File: src/include/alu_cfg.svh
/*
 * Word width, bus addresses and action codes of the ALU board.
 * Spare action codes are left undecoded.
 */
`ifndef ALU_CFG_SVH
`define ALU_CFG_SVH

`define ALU_WIDTH     16   // Fixed by the instruction set

`define ALU_RADDR_B   7    // Read port B
`define ALU_WADDR_B   7    // Write port B
`define ALU_RADDR_OP  8    // 8..15 read an op result, low 3 bits pick the op

`define ALU_ACT_CPL   1    // Complement L
`define ALU_ACT_CLL   2    // Clear L
`define ALU_ACT_SRU   3    // Start the shifter

`endif

File: src/source/alu_pkg.sv
/*
 * Shared types of the ALU board.
 * Widths come from alu_cfg.svh, the word is always 16 bits.
 */
`include "alu_cfg.svh"

package alu_pkg;

   typedef logic [`ALU_WIDTH-1:0] word_t;      // One data word
   typedef logic [4:0]            bus_addr_t;  // Microcode read/write address
   typedef logic [3:0]            action_t;    // Microcode action code

   // Shift field from IR[6:0]
   // [3:0] distance, [4] right, [5] arithmetic, [6] rotate
   typedef logic [6:0]            sru_field_t;

   // Operation select, taken from raddr[2:0]
   typedef enum logic [2:0] {
      op_add = 3'd0,   // A + B
      op_adc = 3'd1,   // A + B + L
      op_and = 3'd2,
      op_or  = 3'd3,
      op_xor = 3'd4,
      op_not = 3'd5,   // ~A
      op_sub = 3'd6,   // A + ~B + 1
      op_inc = 3'd7    // B + 1
   } alu_op_e;

   // Shifter FSM
   typedef enum logic {
      sru_idle,
      sru_shift
   } sru_state_e;

endpackage

File: src/source/alu_bus_if.sv
/*
 * Internal buses of the ALU board.
 * All strobes are single-cycle and decoded combinationally.
 */
`timescale 1ns/1ps

// Decoded microcode strobes
interface alu_ctrl_if;
   logic op_read;     // raddr 8..15
   logic b_read;      // raddr 7
   logic b_write;     // waddr 7
   logic cpl;         // Action CPL
   logic cll;         // Action CLL
   logic sru_start;   // Action SRU

   modport decoder  (output op_read, b_read, b_write, cpl, cll, sru_start);
   modport operands (input b_read, b_write);
   modport unit     (input op_read, cpl, cll, sru_start);
endinterface

// Flag update sources feeding the L and V registers
interface alu_flag_if;
   logic arith_carry;   // Carry out of the adder
   logic arith_ovf;     // Signed overflow of the adder
   logic arith_set;     // Arithmetic op read this cycle
   logic sru_link;      // L after the current shift step
   logic sru_link_we;   // Shifter owns L this cycle

   modport arith (output arith_carry, arith_ovf, arith_set);
   modport sru   (output sru_link, sru_link_we);
   modport flag  (input arith_carry, arith_ovf, arith_set, sru_link, sru_link_we);
endinterface

File: src/source/alu_decoder.sv
/*
 * Microcode field decoder.
 * Pure combinational, strobes follow raddr/waddr/action in the same cycle.
 * Action codes other than CPL, CLL and SRU produce no strobe.
 */
`timescale 1ns/1ps
`include "alu_cfg.svh"

module alu_decoder (
   input  alu_pkg::bus_addr_t raddr,
   input  alu_pkg::bus_addr_t waddr,
   input  alu_pkg::action_t   action,
   alu_ctrl_if.decoder        ctrl
);
   import alu_pkg::*;

   // Op results live at 8..15, so only the top two address bits matter
   localparam bus_addr_t op_mask = 5'b11000;

   ////////////////////
   // Read address
   ////////////////////

   assign ctrl.op_read = (raddr & op_mask) == bus_addr_t'(`ALU_RADDR_OP);
   assign ctrl.b_read  = (raddr == bus_addr_t'(`ALU_RADDR_B));   // Port B onto bus

   ////////////////////
   // Write address
   ////////////////////

   // Port B loads from the bus on the next clk4 edge
   assign ctrl.b_write = (waddr == bus_addr_t'(`ALU_WADDR_B));

   ////////////////////
   // Action code
   ////////////////////

   assign ctrl.cpl       = (action == action_t'(`ALU_ACT_CPL));  // Flip L
   assign ctrl.cll       = (action == action_t'(`ALU_ACT_CLL));  // Clear L
   assign ctrl.sru_start = (action == action_t'(`ALU_ACT_SRU));  // Kick the shifter

endmodule

File: src/source/alu_operand_regs.sv
/*
 * ALU operand ports A and B.
 * A samples ac on every edge, so op reads see ac from the cycle before.
 * While the shifter is busy B follows the shifter and ignores bus writes.
 */
`timescale 1ns/1ps

module alu_operand_regs (
   input  logic           clk4,
   input  logic           reset,
   input  alu_pkg::word_t ac,        // Accumulator from the register board
   input  alu_pkg::word_t ibus_in,
   input  alu_pkg::word_t sru_b,     // Next B from the shifter
   input  logic           sru_busy,
   alu_ctrl_if.operands   ctrl,
   output alu_pkg::word_t a,
   output alu_pkg::word_t b,
   output alu_pkg::word_t b_bus      // B gated for the bus merge
);

   ////////////////////
   // Port A and B
   ////////////////////

   always_ff @(posedge clk4) begin
      if (reset) begin
         a <= '0;
         b <= '0;
      end else begin
         a <= ac;                   // Latched every cycle
         if (sru_busy) begin
            b <= sru_b;             // One shift step per edge
         end else if (ctrl.b_write) begin
            b <= ibus_in;
         end
      end
   end

   // Zero when not addressed, the top level ORs all drivers
   assign b_bus = ctrl.b_read ? b : '0;

endmodule

File: src/source/alu_op_unit.sv
/*
 * Eight-operation ALU function block, combinational.
 * The op is raddr[2:0], result goes on the bus only during an op read.
 * Carry and overflow are offered every cycle, arith_set marks when to take them.
 */
`timescale 1ns/1ps
`include "alu_cfg.svh"

module alu_op_unit (
   input  alu_pkg::word_t   a,
   input  alu_pkg::word_t   b,
   input  logic             link,    // Current L, carry in for adc
   input  alu_pkg::alu_op_e op,
   alu_ctrl_if.unit         ctrl,
   alu_flag_if.arith        flags,
   output alu_pkg::word_t   result_bus
);
   import alu_pkg::*;

   localparam int msb = `ALU_WIDTH - 1;

   word_t                 add_x;      // Adder operands
   word_t                 add_y;
   logic                  add_cin;
   logic [`ALU_WIDTH:0]   sum;        // Top bit is the carry
   word_t                 result;
   logic                  is_arith;

   ////////////////////
   // Adder operand mux
   ////////////////////

   always_comb begin
      add_x   = a;
      add_y   = b;
      add_cin = 1'b0;
      case (op)
         op_adc:  add_cin = link;
         op_sub: begin
            add_y   = ~b;             // Two's complement subtract
            add_cin = 1'b1;
         end
         op_inc: begin
            add_x   = b;              // Increment works on B
            add_y   = '0;
            add_cin = 1'b1;
         end
         default: ;
      endcase
   end

   assign sum = {1'b0, add_x} + {1'b0, add_y} + (`ALU_WIDTH+1)'(add_cin);

   ////////////////////
   // Result select
   ////////////////////

   always_comb begin
      case (op)
         op_and:  result = a & b;
         op_or:   result = a | b;
         op_xor:  result = a ^ b;
         op_not:  result = ~a;
         default: result = sum[msb:0];   // add, adc, sub, inc
      endcase
   end

   assign is_arith = (op == op_add) || (op == op_adc) || (op == op_sub) || (op == op_inc);

   // Flag sources, taken by alu_flags on the edge ending the read
   assign flags.arith_carry = sum[`ALU_WIDTH];
   assign flags.arith_ovf   = (add_x[msb] == add_y[msb]) && (sum[msb] != add_x[msb]);
   assign flags.arith_set   = ctrl.op_read & is_arith;

   assign result_bus = ctrl.op_read ? result : '0;

endmodule

File: src/source/alu_sru.sv
/*
 * Serial shift/rotate unit, one bit per clk4 edge.
 * A start with distance 0, or a start while busy, is dropped.
 * Rotates go through L, making a 17-bit ring. Arithmetic only affects right shifts.
 */
`timescale 1ns/1ps
`include "alu_cfg.svh"

module alu_sru (
   input  logic               clk4,
   input  logic               reset,
   alu_ctrl_if.unit           ctrl,
   input  alu_pkg::sru_field_t field,   // IR[6:0]
   input  alu_pkg::word_t     b,        // Current port B
   input  logic               link,     // Current L
   alu_flag_if.sru            flags,
   output alu_pkg::word_t     sru_b,    // B after this step
   output logic               sru_busy
);
   import alu_pkg::*;

   localparam int msb       = `ALU_WIDTH - 1;
   localparam int right_bit = 4;   // Field bit positions
   localparam int arith_bit = 5;
   localparam int rot_bit   = 6;

   sru_state_e state;
   sru_field_t mode;          // Field captured at start
   logic [3:0] count;         // Steps left, including this one
   logic       step_l;        // L after this step

   ////////////////////
   // Control FSM
   ////////////////////

   always_ff @(posedge clk4) begin
      if (reset) begin
         state <= sru_idle;
         mode  <= '0;
         count <= '0;
      end else begin
         case (state)
            sru_idle: begin
               if (ctrl.sru_start && (field[3:0] != 4'd0)) begin
                  mode  <= field;
                  count <= field[3:0];
                  state <= sru_shift;
               end
            end
            sru_shift: begin
               count <= count - 4'd1;
               if (count == 4'd1) begin
                  state <= sru_idle;      // Last step lands on this edge
               end
            end
            default: state <= sru_idle;
         endcase
      end
   end

   assign sru_busy = (state == sru_shift);   // High for exactly d cycles

   ////////////////////
   // Single step
   ////////////////////

   always_comb begin
      if (mode[rot_bit]) begin
         if (mode[right_bit]) begin
            sru_b  = {link, b[msb:1]};    // L enters at the top
            step_l = b[0];
         end else begin
            sru_b  = {b[msb-1:0], link};  // L enters at the bottom
            step_l = b[msb];
         end
      end else if (mode[right_bit]) begin
         sru_b  = {mode[arith_bit] & b[msb], b[msb:1]};   // Keep sign if arithmetic
         step_l = b[0];
      end else begin
         sru_b  = {b[msb-1:0], 1'b0};
         step_l = b[msb];
      end
   end

   // Shifter owns L for every busy cycle
   assign flags.sru_link    = step_l;
   assign flags.sru_link_we = sru_busy;

endmodule

File: src/source/alu_flags.sv
/*
 * Link (L) and overflow (V) flag registers.
 * Priority: reset, flag_we, cll, cpl, shifter, arithmetic.
 * Only flag_we and arithmetic reads touch V. Arithmetic is dropped while busy.
 */
`timescale 1ns/1ps

module alu_flags (
   input  logic           clk4,
   input  logic           reset,
   alu_ctrl_if.unit       ctrl,
   alu_flag_if.flag       flags,
   input  logic           flag_we,    // Bus write of the flag word
   input  alu_pkg::word_t ibus_in,
   input  logic           sru_busy,
   output logic           fl,
   output logic           fv
);

   localparam int l_bit = 12;   // Flag positions in the bus word
   localparam int v_bit = 13;

   logic arith_we;

   assign arith_we = flags.arith_set & ~sru_busy;

   ////////////////////
   // L and V
   ////////////////////

   always_ff @(posedge clk4) begin
      if (reset) begin
         fl <= 1'b0;
         fv <= 1'b0;
      end else if (flag_we) begin
         fl <= ibus_in[l_bit];
         fv <= ibus_in[v_bit];
      end else begin
         if (ctrl.cll) begin
            fl <= 1'b0;
         end else if (ctrl.cpl) begin
            fl <= ~fl;
         end else if (flags.sru_link_we) begin
            fl <= flags.sru_link;       // Shift step output
         end else if (arith_we) begin
            fl <= flags.arith_carry;
         end
         if (arith_we) begin
            fv <= flags.arith_ovf;      // V has no other source
         end
      end
   end

endmodule

File: src/source/alu_board.sv
/*
 * ALU board top level, single clk4 edge.
 * The processor bus is split into ibus_in, ibus_out and ibus_oe.
 * ibus_out is zero whenever ibus_oe is low.
 */
`timescale 1ns/1ps

module alu_board (
   input  logic                clk4,
   input  logic                reset,
   input  alu_pkg::bus_addr_t  raddr,
   input  alu_pkg::bus_addr_t  waddr,
   input  alu_pkg::action_t    action,
   input  alu_pkg::word_t      ac,
   input  alu_pkg::sru_field_t ir,
   input  logic                flag_we,
   input  alu_pkg::word_t      ibus_in,
   output alu_pkg::word_t      ibus_out,
   output logic                ibus_oe,
   output logic                fl,
   output logic                fv,
   output logic                sru_busy
);
   import alu_pkg::*;

   alu_ctrl_if ctrl_if ();
   alu_flag_if flag_if ();

   word_t   a;
   word_t   b;
   word_t   sru_b;
   word_t   b_bus;        // Gated drivers
   word_t   result_bus;
   alu_op_e op_sel;

   assign op_sel = alu_op_e'(raddr[2:0]);

   alu_decoder u_decoder (.raddr(raddr), .waddr(waddr), .action(action), .ctrl(ctrl_if));

   alu_operand_regs u_operands (.clk4(clk4), .reset(reset), .ac(ac), .ibus_in(ibus_in),
      .sru_b(sru_b), .sru_busy(sru_busy), .ctrl(ctrl_if), .a(a), .b(b), .b_bus(b_bus));

   alu_op_unit u_op (.a(a), .b(b), .link(fl), .op(op_sel), .ctrl(ctrl_if),
      .flags(flag_if), .result_bus(result_bus));

   alu_sru u_sru (.clk4(clk4), .reset(reset), .ctrl(ctrl_if), .field(ir), .b(b),
      .link(fl), .flags(flag_if), .sru_b(sru_b), .sru_busy(sru_busy));

   alu_flags u_flags (.clk4(clk4), .reset(reset), .ctrl(ctrl_if), .flags(flag_if),
      .flag_we(flag_we), .ibus_in(ibus_in), .sru_busy(sru_busy), .fl(fl), .fv(fv));

   ////////////////////
   // Bus merge
   ////////////////////

   // At most one driver is non-zero in a cycle
   assign ibus_out = result_bus | b_bus;
   assign ibus_oe  = ctrl_if.op_read | ctrl_if.b_read;

endmodule

File: config.mk
export PLATFORM = sky130hd
export DESIGN_NAME = alu_board
export DESIGN_NICKNAME = d
export VERILOG_FILES = /design/src/source/alu_pkg.sv /design/src/source/alu_bus_if.sv /design/src/source/alu_decoder.sv /design/src/source/alu_operand_regs.sv /design/src/source/alu_op_unit.sv /design/src/source/alu_sru.sv /design/src/source/alu_flags.sv /design/src/source/alu_board.sv
export VERILOG_INCLUDE_DIRS = /design/src /design/src/include
export SDC_FILE = /design/constraint.sdc
export NUM_CORES = 1
export LEC_CHECK = 0
export BUFFER_PORTS_ARGS = -buffer_cell sky130_fd_sc_hd__buf_4
export CAP_MARGIN = 5
export CELL_PAD_IN_SITES_DETAIL_PLACEMENT = 0
export CELL_PAD_IN_SITES_GLOBAL_PLACEMENT = 1
export CORE_ASPECT_RATIO = 0.5
export CORE_MARGIN = 1.5
export CORE_UTILIZATION = 41
export CTS_CLUSTER_SIZE = 25
export DETAILED_ROUTE_END_ITERATION = 10
export PLACE_DENSITY_LB_ADDON = 0.05
export RECOVER_POWER = 50
export SLEW_MARGIN = 20
export SYNTH_ARGS = -nofsm -noshare
export SYNTH_HDL_FRONTEND = slang
export SYNTH_SLANG_ARGS = --single-unit
File: constraint.sdc
create_clock -name clk4 -period 9.5 [get_ports clk4]
set_clock_uncertainty 0.2 [all_clocks]
set_input_delay 2.85 -clock clk4 [delete_from_list [all_inputs] [get_ports clk4]]
set_output_delay 2.85 -clock clk4 [all_outputs]
set_load 0.02 [all_outputs]
==> results.txt, run 1 <==
----------------------------------------------------
[Route]
  1st-iter DRT viols ... 264
  DRT Wirelength ... 12400 µm
  Routed wire length per instance ... 15.6 µm
  Drt pass-1 iters ... 5
  Via count ... 4225
  Vias per cell ... 5.34
  ANT nets after route ... 0
  Remaining design rule violation count ... 0

[Clock network]
  Number of buffers created by CTS ... 5
  Hold buffers post-CTS ... 0
  CTS tree ... yes
  Library cell used as clock root buffer ... sky130_fd_sc_hd__clkbuf_16
  Number of H-tree levels ... 2
  Clock-pin slew of the registers on the worst-case setup and hold paths ... 0.07 ns
  # clock sinks ... 42
  Post-cts sizing count ... 0
  Clock latency on the worst-skew pair ... 0.29 ns
  Number of buffers between clock root and the deepest sink ... 2
  Post-CTS setup-driven buffer insertion count ... 0

[Logic synthesis]
  Unique masters post-synth ... 61
  Main flop type after synthesis ... sky130_fd_sc_hd__dfxtp_1
  Number of enable-type register cells in the synthesized netlist ... 0
  Yosys top cell area share ... 19.6%
  Netlist area before placement ... 4280 µm²
  Total number of yosys warnings ... 0
  Sequential share of the synthesized area ... 19.6%
  Synthesized flop and latch total ... 42
  Fraction of registers with async set/reset ... 0%
  Post-Synthesis Mean Instance Area ... 7.19 µm²
  Number of instances in the synthesized netlist ... 595
  Commonest cells in the synthesized netlist ... sky130_fd_sc_hd__nand2_1 (78), sky130_fd_sc_hd__o21ai_0 (65), sky130_fd_sc_hd__nor2_1 (59)
  Leading post-synthesis cells by cell area ... sky130_fd_sc_hd__dfxtp_1 (20%), sky130_fd_sc_hd__ha_1 (14%), sky130_fd_sc_hd__o21ai_0 (7.6%), sky130_fd_sc_hd__nand2_1 (6.8%), sky130_fd_sc_hd__nor2_1 (5.2%)
  Cell with the most instances after synthesis ... sky130_fd_sc_hd__nand2_1
  Synth Net Count ... 702
  Cell taking the most area after synthesis ... sky130_fd_sc_hd__dfxtp_1

[STA]
  Worst-Margin Slew ... 2.13 ns
  Fmax ... 108 MHz
  Slew Limit Fails ... 45
  Final count of negative-setup-slack endpoints ... 0
  Total Neg Setup Slack ... 0 ns
  Unrepaired setup endpoints after global routing ... no
  Number of hold-slack violations in the final timing report ... 0
  Worst slew margin ... -41.9%
  Portion of the clock cycle consumed by the worst path in the final layout ... 97.2%
  Worst hold slack ... 0.304 ns
  Clock period minus worst slack ... 9.23 ns

[Power and ir drop]
  IR Drop Worst-Case VDD ... 0.0733 mV
  Power Density ... 110 nW/µm²
  Leak ... 2.16 nW
  Share of total power consumed by net switching ... 32.8%
  Clock network power share ... 37.2%
  Cell-internal power ... 0.378 mW
  Comb power frac ... 27.8%
  Total net switching power ... 0.184 mW
  Sequential share of power ... 35.0%

[GRT]
  Global-route wire length before repair ... 19900 µm
  Global route total overflow ... 0
  Pin count of the biggest net entering global routing ... 48
  Number of global-route vias before repair ... 3736
  GRT Resource Usage Total ... 23.0%
  Initial antenna violation count ... 0

[Cells and area]
  Number of diodes added for antenna fixing ... 0
  Layout-stage area growth over the synthesis result ... 19.2%
  Final design area excluding fillers ... 5100 µm²
  Final net count ... 757
  Share of post-route cells with drive strength above 1 ... 15.8%
  Count of fill cells added during filler insertion ... 1070
  Final cell count without fillers ... 791

[Hold path]
  Type of the worst min-delay path ... flip-flop to flip-flop
  Hold endpoint ... u_sru.mode[5]
  Startpoint of the most critical hold path ... u_sru.mode[5]
  Worst hold path depth ... 2

[Worst setup path]
  Register-to-register setup slack ... 5.95 ns
  Critical Path End Type ... output port
  Data required time at the worst endpoint ... 6.45 ns
  Critical path class ... input port to output port
  Data arrival, critical path ... 6.18 ns
  Worst R2R End ... u_flags.fl
  Startpoint type of the worst setup path ... input port
  Largest driver fanout on the critical path ... 16
  FF-to-FF Start ... u_flags.fl
  R2R cell count ... 12

[Flow run]
  # Max-Cap Violations ... 1

[Placement]
  Dpl hpwl ... 8910 µm
  Final RePlAce weighted congestion ... 0.805
  Placed Area ... 4940 µm²
  Quantity of I/O buffers inserted on ports ... 75
  Cell Count Post-Placement ... 783

[Floorplan]
  DIE AREA ... 11100 µm²
  Rows ... 26
  Count of pins on the block boundary ... 76
  Floorplan Core Area ... 10200 µm²
  Starting utilization of the core area ... 42.0%
  Die W ... 148 µm
  Die height ... 75.3 µm

[Status]
  Result of the run ... finished, violations left
  Failing checks ... capacitance limit, slew limit

----------------------------------------------------
through the flow:
stage | setup WS (ns) | util [%] | total power [mW]
floorplan | 0.709 | - | 0.301
global placement | 0.323 | 48.5 | 0.356
detailed placement | 0.305 | 48.5 | 0.357
CTS | 0.274 | 50.2 | 0.569
global route | 0.0790 | 50.1 | 0.597
finish | 0.267 | 50.1 | 0.562
state kept, by name (all words and copies together) (netlist names):
| name | cells |
|---|---|
| u_flags.fv | 1 |
| u_sru.count | 4 |
| u_sru.flags.sru_link_we | 1 |
| u_sru.mode | 3 |
| u_flags.fl | 1 |
| u_operands.b | 16 |
| u_operands.a | 16 |
how the worst max path moves through the flow:
stage / startpoint / end / slack [ns] / cells past startpoint
after global routing: raddr[1] / ibus_out[14] / 0.08 / 15
after detailed placement: raddr[1] / ibus_out[14] / 0.31 / 15
final: raddr[1] / ibus_out[14] / 0.27 / 15
after global placement: raddr[1] / ibus_out[14] / 0.32 / 15
after CTS: raddr[1] / ibus_out[14] / 0.27 / 15
after floorplan: raddr[0] / ibus_out[14] / 0.71 / 13
power groups by stage:
stage | sequential (mW) | combinational (mW) | clock, mW
after detailed placement | 0.200 | 0.156 | 0
after CTS | 0.196 | 0.157 | 0.215
after global placement | 0.201 | 0.155 | 0
after global routing | 0.198 | 0.175 | 0.223
after floorplan | 0.196 | 0.106 | 0
final | 0.197 | 0.156 | 0.209
layout by cell type (no fill, tap or decap), types with 8 or more instances in the layout:
cell                       instances
sky130_fd_sc_hd__nand2_1          78
sky130_fd_sc_hd__o21ai_0          65
sky130_fd_sc_hd__inv_1            42
sky130_fd_sc_hd__buf_4            81
sky130_fd_sc_hd__nor2_1           58
sky130_fd_sc_hd__a21oi_1          42
sky130_fd_sc_hd__ha_1             49
sky130_fd_sc_hd__nor2b_1          21
sky130_fd_sc_hd__a22oi_1           9
sky130_fd_sc_hd__nand2b_1          8
sky130_fd_sc_hd__dfxtp_1          42
sky130_fd_sc_hd__mux2i_1          21
sky130_fd_sc_hd__a211oi_1         19
logic make-up (layout without fill, tap and decap cells):
family	Yosys count	in the layout	share of synthesized area (%)
and+or+nand+nor	198	198	21.5
adders and majority gates	51	51	15.3
muxes	23	23	5.52
AOI/OAI and AO/OA	194	194	29.1
buffers and inverters	78	134	7.13
xor gates and xnor gates	9	9	1.84
DFF	42	42	19.6
area by class of cell:
type	instances	area [µm²]	share of cell area [%]
timing repair buffer	84	619	12.1
inverter	42	158	3.09
multi-input combinational	475	3140	61.6
tap	140	175	3.43
clock buffer	6	129	2.53
sequential	42	841	16.5
clock inverter	2	37.5	0.736
worst max-delay path: stages:
cell	delay, ns
sky130_fd_sc_hd__buf_4	0.17
sky130_fd_sc_hd__nand2_1	0.08
sky130_fd_sc_hd__or2_2	0.40
sky130_fd_sc_hd__nor2_1	0.13
sky130_fd_sc_hd__a21oi_1	0.07
sky130_fd_sc_hd__fa_1	0.46
sky130_fd_sc_hd__fa_1	0.41
sky130_fd_sc_hd__nand2b_1	0.21
sky130_fd_sc_hd__a211oi_2	0.26
sky130_fd_sc_hd__o211ai_1	0.15
sky130_fd_sc_hd__a21oi_2	0.28
sky130_fd_sc_hd__nand3_1	0.14
sky130_fd_sc_hd__mux2_4	0.32
sky130_fd_sc_hd__o21ai_2	0.10
sky130_fd_sc_hd__buf_4	0.14
metal layers:
metal,share of wire (%),track usage [%],vias to the layer above
met5,0,0,-
met4,0.36,3.11,0
met3,6.3,4.18,5
met2,39,34.1,112
met1,54,34.9,1897
li1,-,-,2211
Power figures use the tool's default switching activity.
==> run 2: changes to the inputs <==
==> constraint.sdc (replaced) <==
create_clock -name clk4 -period 9.5 [get_ports clk4]
set_clock_uncertainty 0.2 [all_clocks]
set_input_delay 1.9 -clock clk4 [delete_from_list [all_inputs] [get_ports clk4]]
set_output_delay 1.9 -clock clk4 [all_outputs]
set_load 0.02 [all_outputs]
==> run 2 against run 1 <==
Against the previous run:
- the flow still finishes with violations (capacitance limit, slew limit)
- first-iteration DRC count down 0.76%
- routed wire length down 0.88%
- sequential share of layout area up 0.18 points
- combinational power about the same
- worst setup slack better by 1.5 ns
- die area unchanged
- non-clock buffer count down 5
- core utilization down 0.54 points
- via count down 0.24%
- total power down 5.3%
- critical endpoint unchanged
- largest cell class unchanged
==> results.txt, run 2 (synthesis gave the netlist of run 1 again) <==
----------------------------------------------------
[Placement]
  Quantity of I/O buffers inserted on ports ... 75 (unchanged)
  Final RePlAce weighted congestion ... 0.820 (+1.9%)
  Worst-case setup slack after placement ... 1.75 ns (+1.45 ns)
  Dpl hpwl ... 8730 µm (-2.0%)
  Placed Area ... 4910 µm² (-0.61%)
  Cell Count Post-Placement ... 778 (-0.64%)

[Power and ir drop]
  Cell-internal power ... 0.350 mW (-7.4%)
  IR Drop Worst-Case VDD ... 0.0664 mV (-9.5%)
  Total net switching power ... 0.182 mW (-0.92%)
  Power Density ... 106 nW/µm² (-4.3%)
  Clock network power share ... 34.0% (-3.2 points)
  Leak ... 2.13 nW (-1.4%)
  Share of total power consumed by net switching ... 34.3% (+1.5 points)
  Comb power frac ... 29.0% (+1.2 points)
  Total chip power ... 0.532 mW (-5.3%)
  Sequential share of power ... 36.9% (+1.9 points)

[Cells and area]
  Share of post-route cells with drive strength above 1 ... 15.5% (-0.34 points)
  Commonest cells after routing, fill and taps aside ... sky130_fd_sc_hd__nand2_1 (78), sky130_fd_sc_hd__buf_4 (76), sky130_fd_sc_hd__o21ai_0 (65)
  Count of fill cells added during filler insertion ... 1072 (+0.19%)
  Most common library cell in the layout ignoring fill and taps ... sky130_fd_sc_hd__nand2_1
  Final design area excluding fillers ... 5050 µm² (-1.1%)
  Final net count ... 752 (-0.66%)
  Number of diodes added for antenna fixing ... 0 (unchanged)
  Final cell count without fillers ... 786 (-0.63%)
  Final core occ ... 49.6% (-0.54 points)
  Layout-stage area growth over the synthesis result ... 17.9%
  Top flop regs ... u_operands.a (16), u_operands.b (16), u_sru.count (4)
  Area occupied by multi-input gates ... 3140 µm² (about the same)
  Seq. cell area ... 841 µm² (unchanged)

[Clock network]
  Clock latency on the worst-skew pair ... 0.29 ns (about the same)
  Number of H-tree levels ... 2 (unchanged)
  Number of buffers between clock root and the deepest sink ... 2 (unchanged)
  Post-cts sizing count ... 0 (unchanged)
  Clock-pin slew of the registers on the worst-case setup and hold paths ... 0.07 ns (about the same)
  # clock sinks ... 42 (unchanged)
  CTS tree ... yes
  Number of buffers created by CTS ... 5 (unchanged)
  Post-CTS setup-driven buffer insertion count ... 0 (unchanged)
  Library cell used as clock root buffer ... sky130_fd_sc_hd__clkbuf_16
  Hold buffers post-CTS ... 0 (unchanged)

[Hold path]
  Type of the worst min-delay path ... flip-flop to flip-flop

[GRT]
  GRT Resource Usage Total ... 22.7% (-0.22 points)
  Number of global-route vias before repair ... 3874 (+3.7%)
  Pin count of the biggest net entering global routing ... 59 (+23%)
  Global-route wire length before repair ... 19800 µm (-0.45%)
  Initial antenna violation count ... 0 (unchanged)
  Global route total overflow ... 0 (unchanged)

[STA]
  Portion of the clock cycle consumed by the worst path in the final layout ... 81.8% (-15 points)
  Slew Limit Fails ... 45 (unchanged)
  Number of hold-slack violations in the final timing report ... 0 (unchanged)
  Worst hold slack ... 0.303 ns (-0.00148 ns)
  Total Neg Setup Slack ... 0 ns (unchanged)
  Fmax ... 129 MHz (+19%)
  Worst-Margin Slew ... 2.18 ns (+0.0549 ns)
  Clock period minus worst slack ... 7.77 ns (-1.47 ns)
  Unrepaired setup endpoints after global routing ... no
  Worst slew margin ... -45.6% (-3.7 points)
  Final count of negative-setup-slack endpoints ... 0 (unchanged)
  Worst path setup slack after routing ... 1.73 ns (+1.47 ns)

[Route]
  Via count ... 4215 (-0.24%)
  Drt pass-1 iters ... 5 (unchanged)
  Remaining design rule violation count ... 0 (unchanged)
  Vias per cell ... 5.36 (+0.40%)
  DRT Wirelength ... 12300 µm (-0.88%)
  1st-iter DRT viols ... 262 (-0.76%)
  ANT nets after route ... 0 (unchanged)
  Routed wire length per instance ... 15.6 µm (-0.25%)

[Worst setup path]
  Data required time at the worst endpoint ... 7.40 ns (+0.95 ns)
  Largest driver fanout on the critical path ... 17 (+1)
  Startpoint type of the worst setup path ... input port
  Critical path class ... input port to output port
  Critical Path End Type ... output port
  Data arrival, critical path ... 5.67 ns (-0.51 ns)

[Flow run]
  # Max-Cap Violations ... 1 (unchanged)

[Floorplan]
  Die height ... 75.3 µm (unchanged)
  Starting utilization of the core area ... 42.0% (unchanged)
  Die W ... 148 µm (unchanged)
  Rows ... 26 (unchanged)
  Floorplan Core Area ... 10200 µm² (unchanged)
  DIE AREA ... 11100 µm² (unchanged)
  Count of pins on the block boundary ... 76 (unchanged)

[Status]
  Failing checks ... capacitance limit, slew limit
  Result of the run ... finished, violations left

----------------------------------------------------
## run 2: cell type report
cell class | count | area share (%)
multi-input combinational | 475 | 62.3
sequential | 42 | 16.7
timing repair buffer | 79 | 11.5
tap | 140 | 3.47
inverter | 42 | 3.12
clock buffer | 5 | 2.48
clock inverter | 3 | 0.422
## run 2: worst paths after layout
| path | startpoint | endpoint | slack [ns] | depth (start not counted) |
|---|---|---|---|---|
| min reg2reg | u_sru.mode[5] | u_sru.mode[5] | 0.30 | 2 |
| max reg2reg | u_flags.fl | u_flags.fl | 5.90 | 12 |
| max | raddr[1] | ibus_out[14] | 1.73 | 15 |
| min | u_sru.mode[5] | u_sru.mode[5] | 0.30 | 2 |
## run 2: per-layer routing
layer  vias to the layer above  global-route usage, %  part of all wire [%]
met5                         -                      0                     0
met4                         0                   3.44                  0.46
met3                         6                   3.52                   5.1
met2                       102                   34.6                    40
met1                      1904                   34.2                    54
li1                       2203                      -                     -
## run 2: worst max-delay path, stage by stage
cell                       delay, ns
sky130_fd_sc_hd__buf_4          0.17
sky130_fd_sc_hd__nand2_1        0.35
sky130_fd_sc_hd__or2_2          0.54
sky130_fd_sc_hd__nor2_1         0.13
sky130_fd_sc_hd__a21oi_1        0.07
sky130_fd_sc_hd__fa_1           0.47
sky130_fd_sc_hd__fa_1           0.42
sky130_fd_sc_hd__nand2b_1       0.21
sky130_fd_sc_hd__a211oi_2       0.27
sky130_fd_sc_hd__o211ai_1       0.16
sky130_fd_sc_hd__a21oi_2        0.28
sky130_fd_sc_hd__nand3_1        0.13
sky130_fd_sc_hd__mux2_4         0.31
sky130_fd_sc_hd__o21ai_2        0.10
sky130_fd_sc_hd__buf_4          0.14
## run 2: power by group through the flow
stage	Combinational, mW	Sequential, mW	Clock, mW
floorplan	0.106	0.196	0
global placement	0.154	0.201	0
detailed placement	0.154	0.201	0
CTS	0.155	0.196	0.187
global route	0.175	0.198	0.196
finish	0.155	0.197	0.181
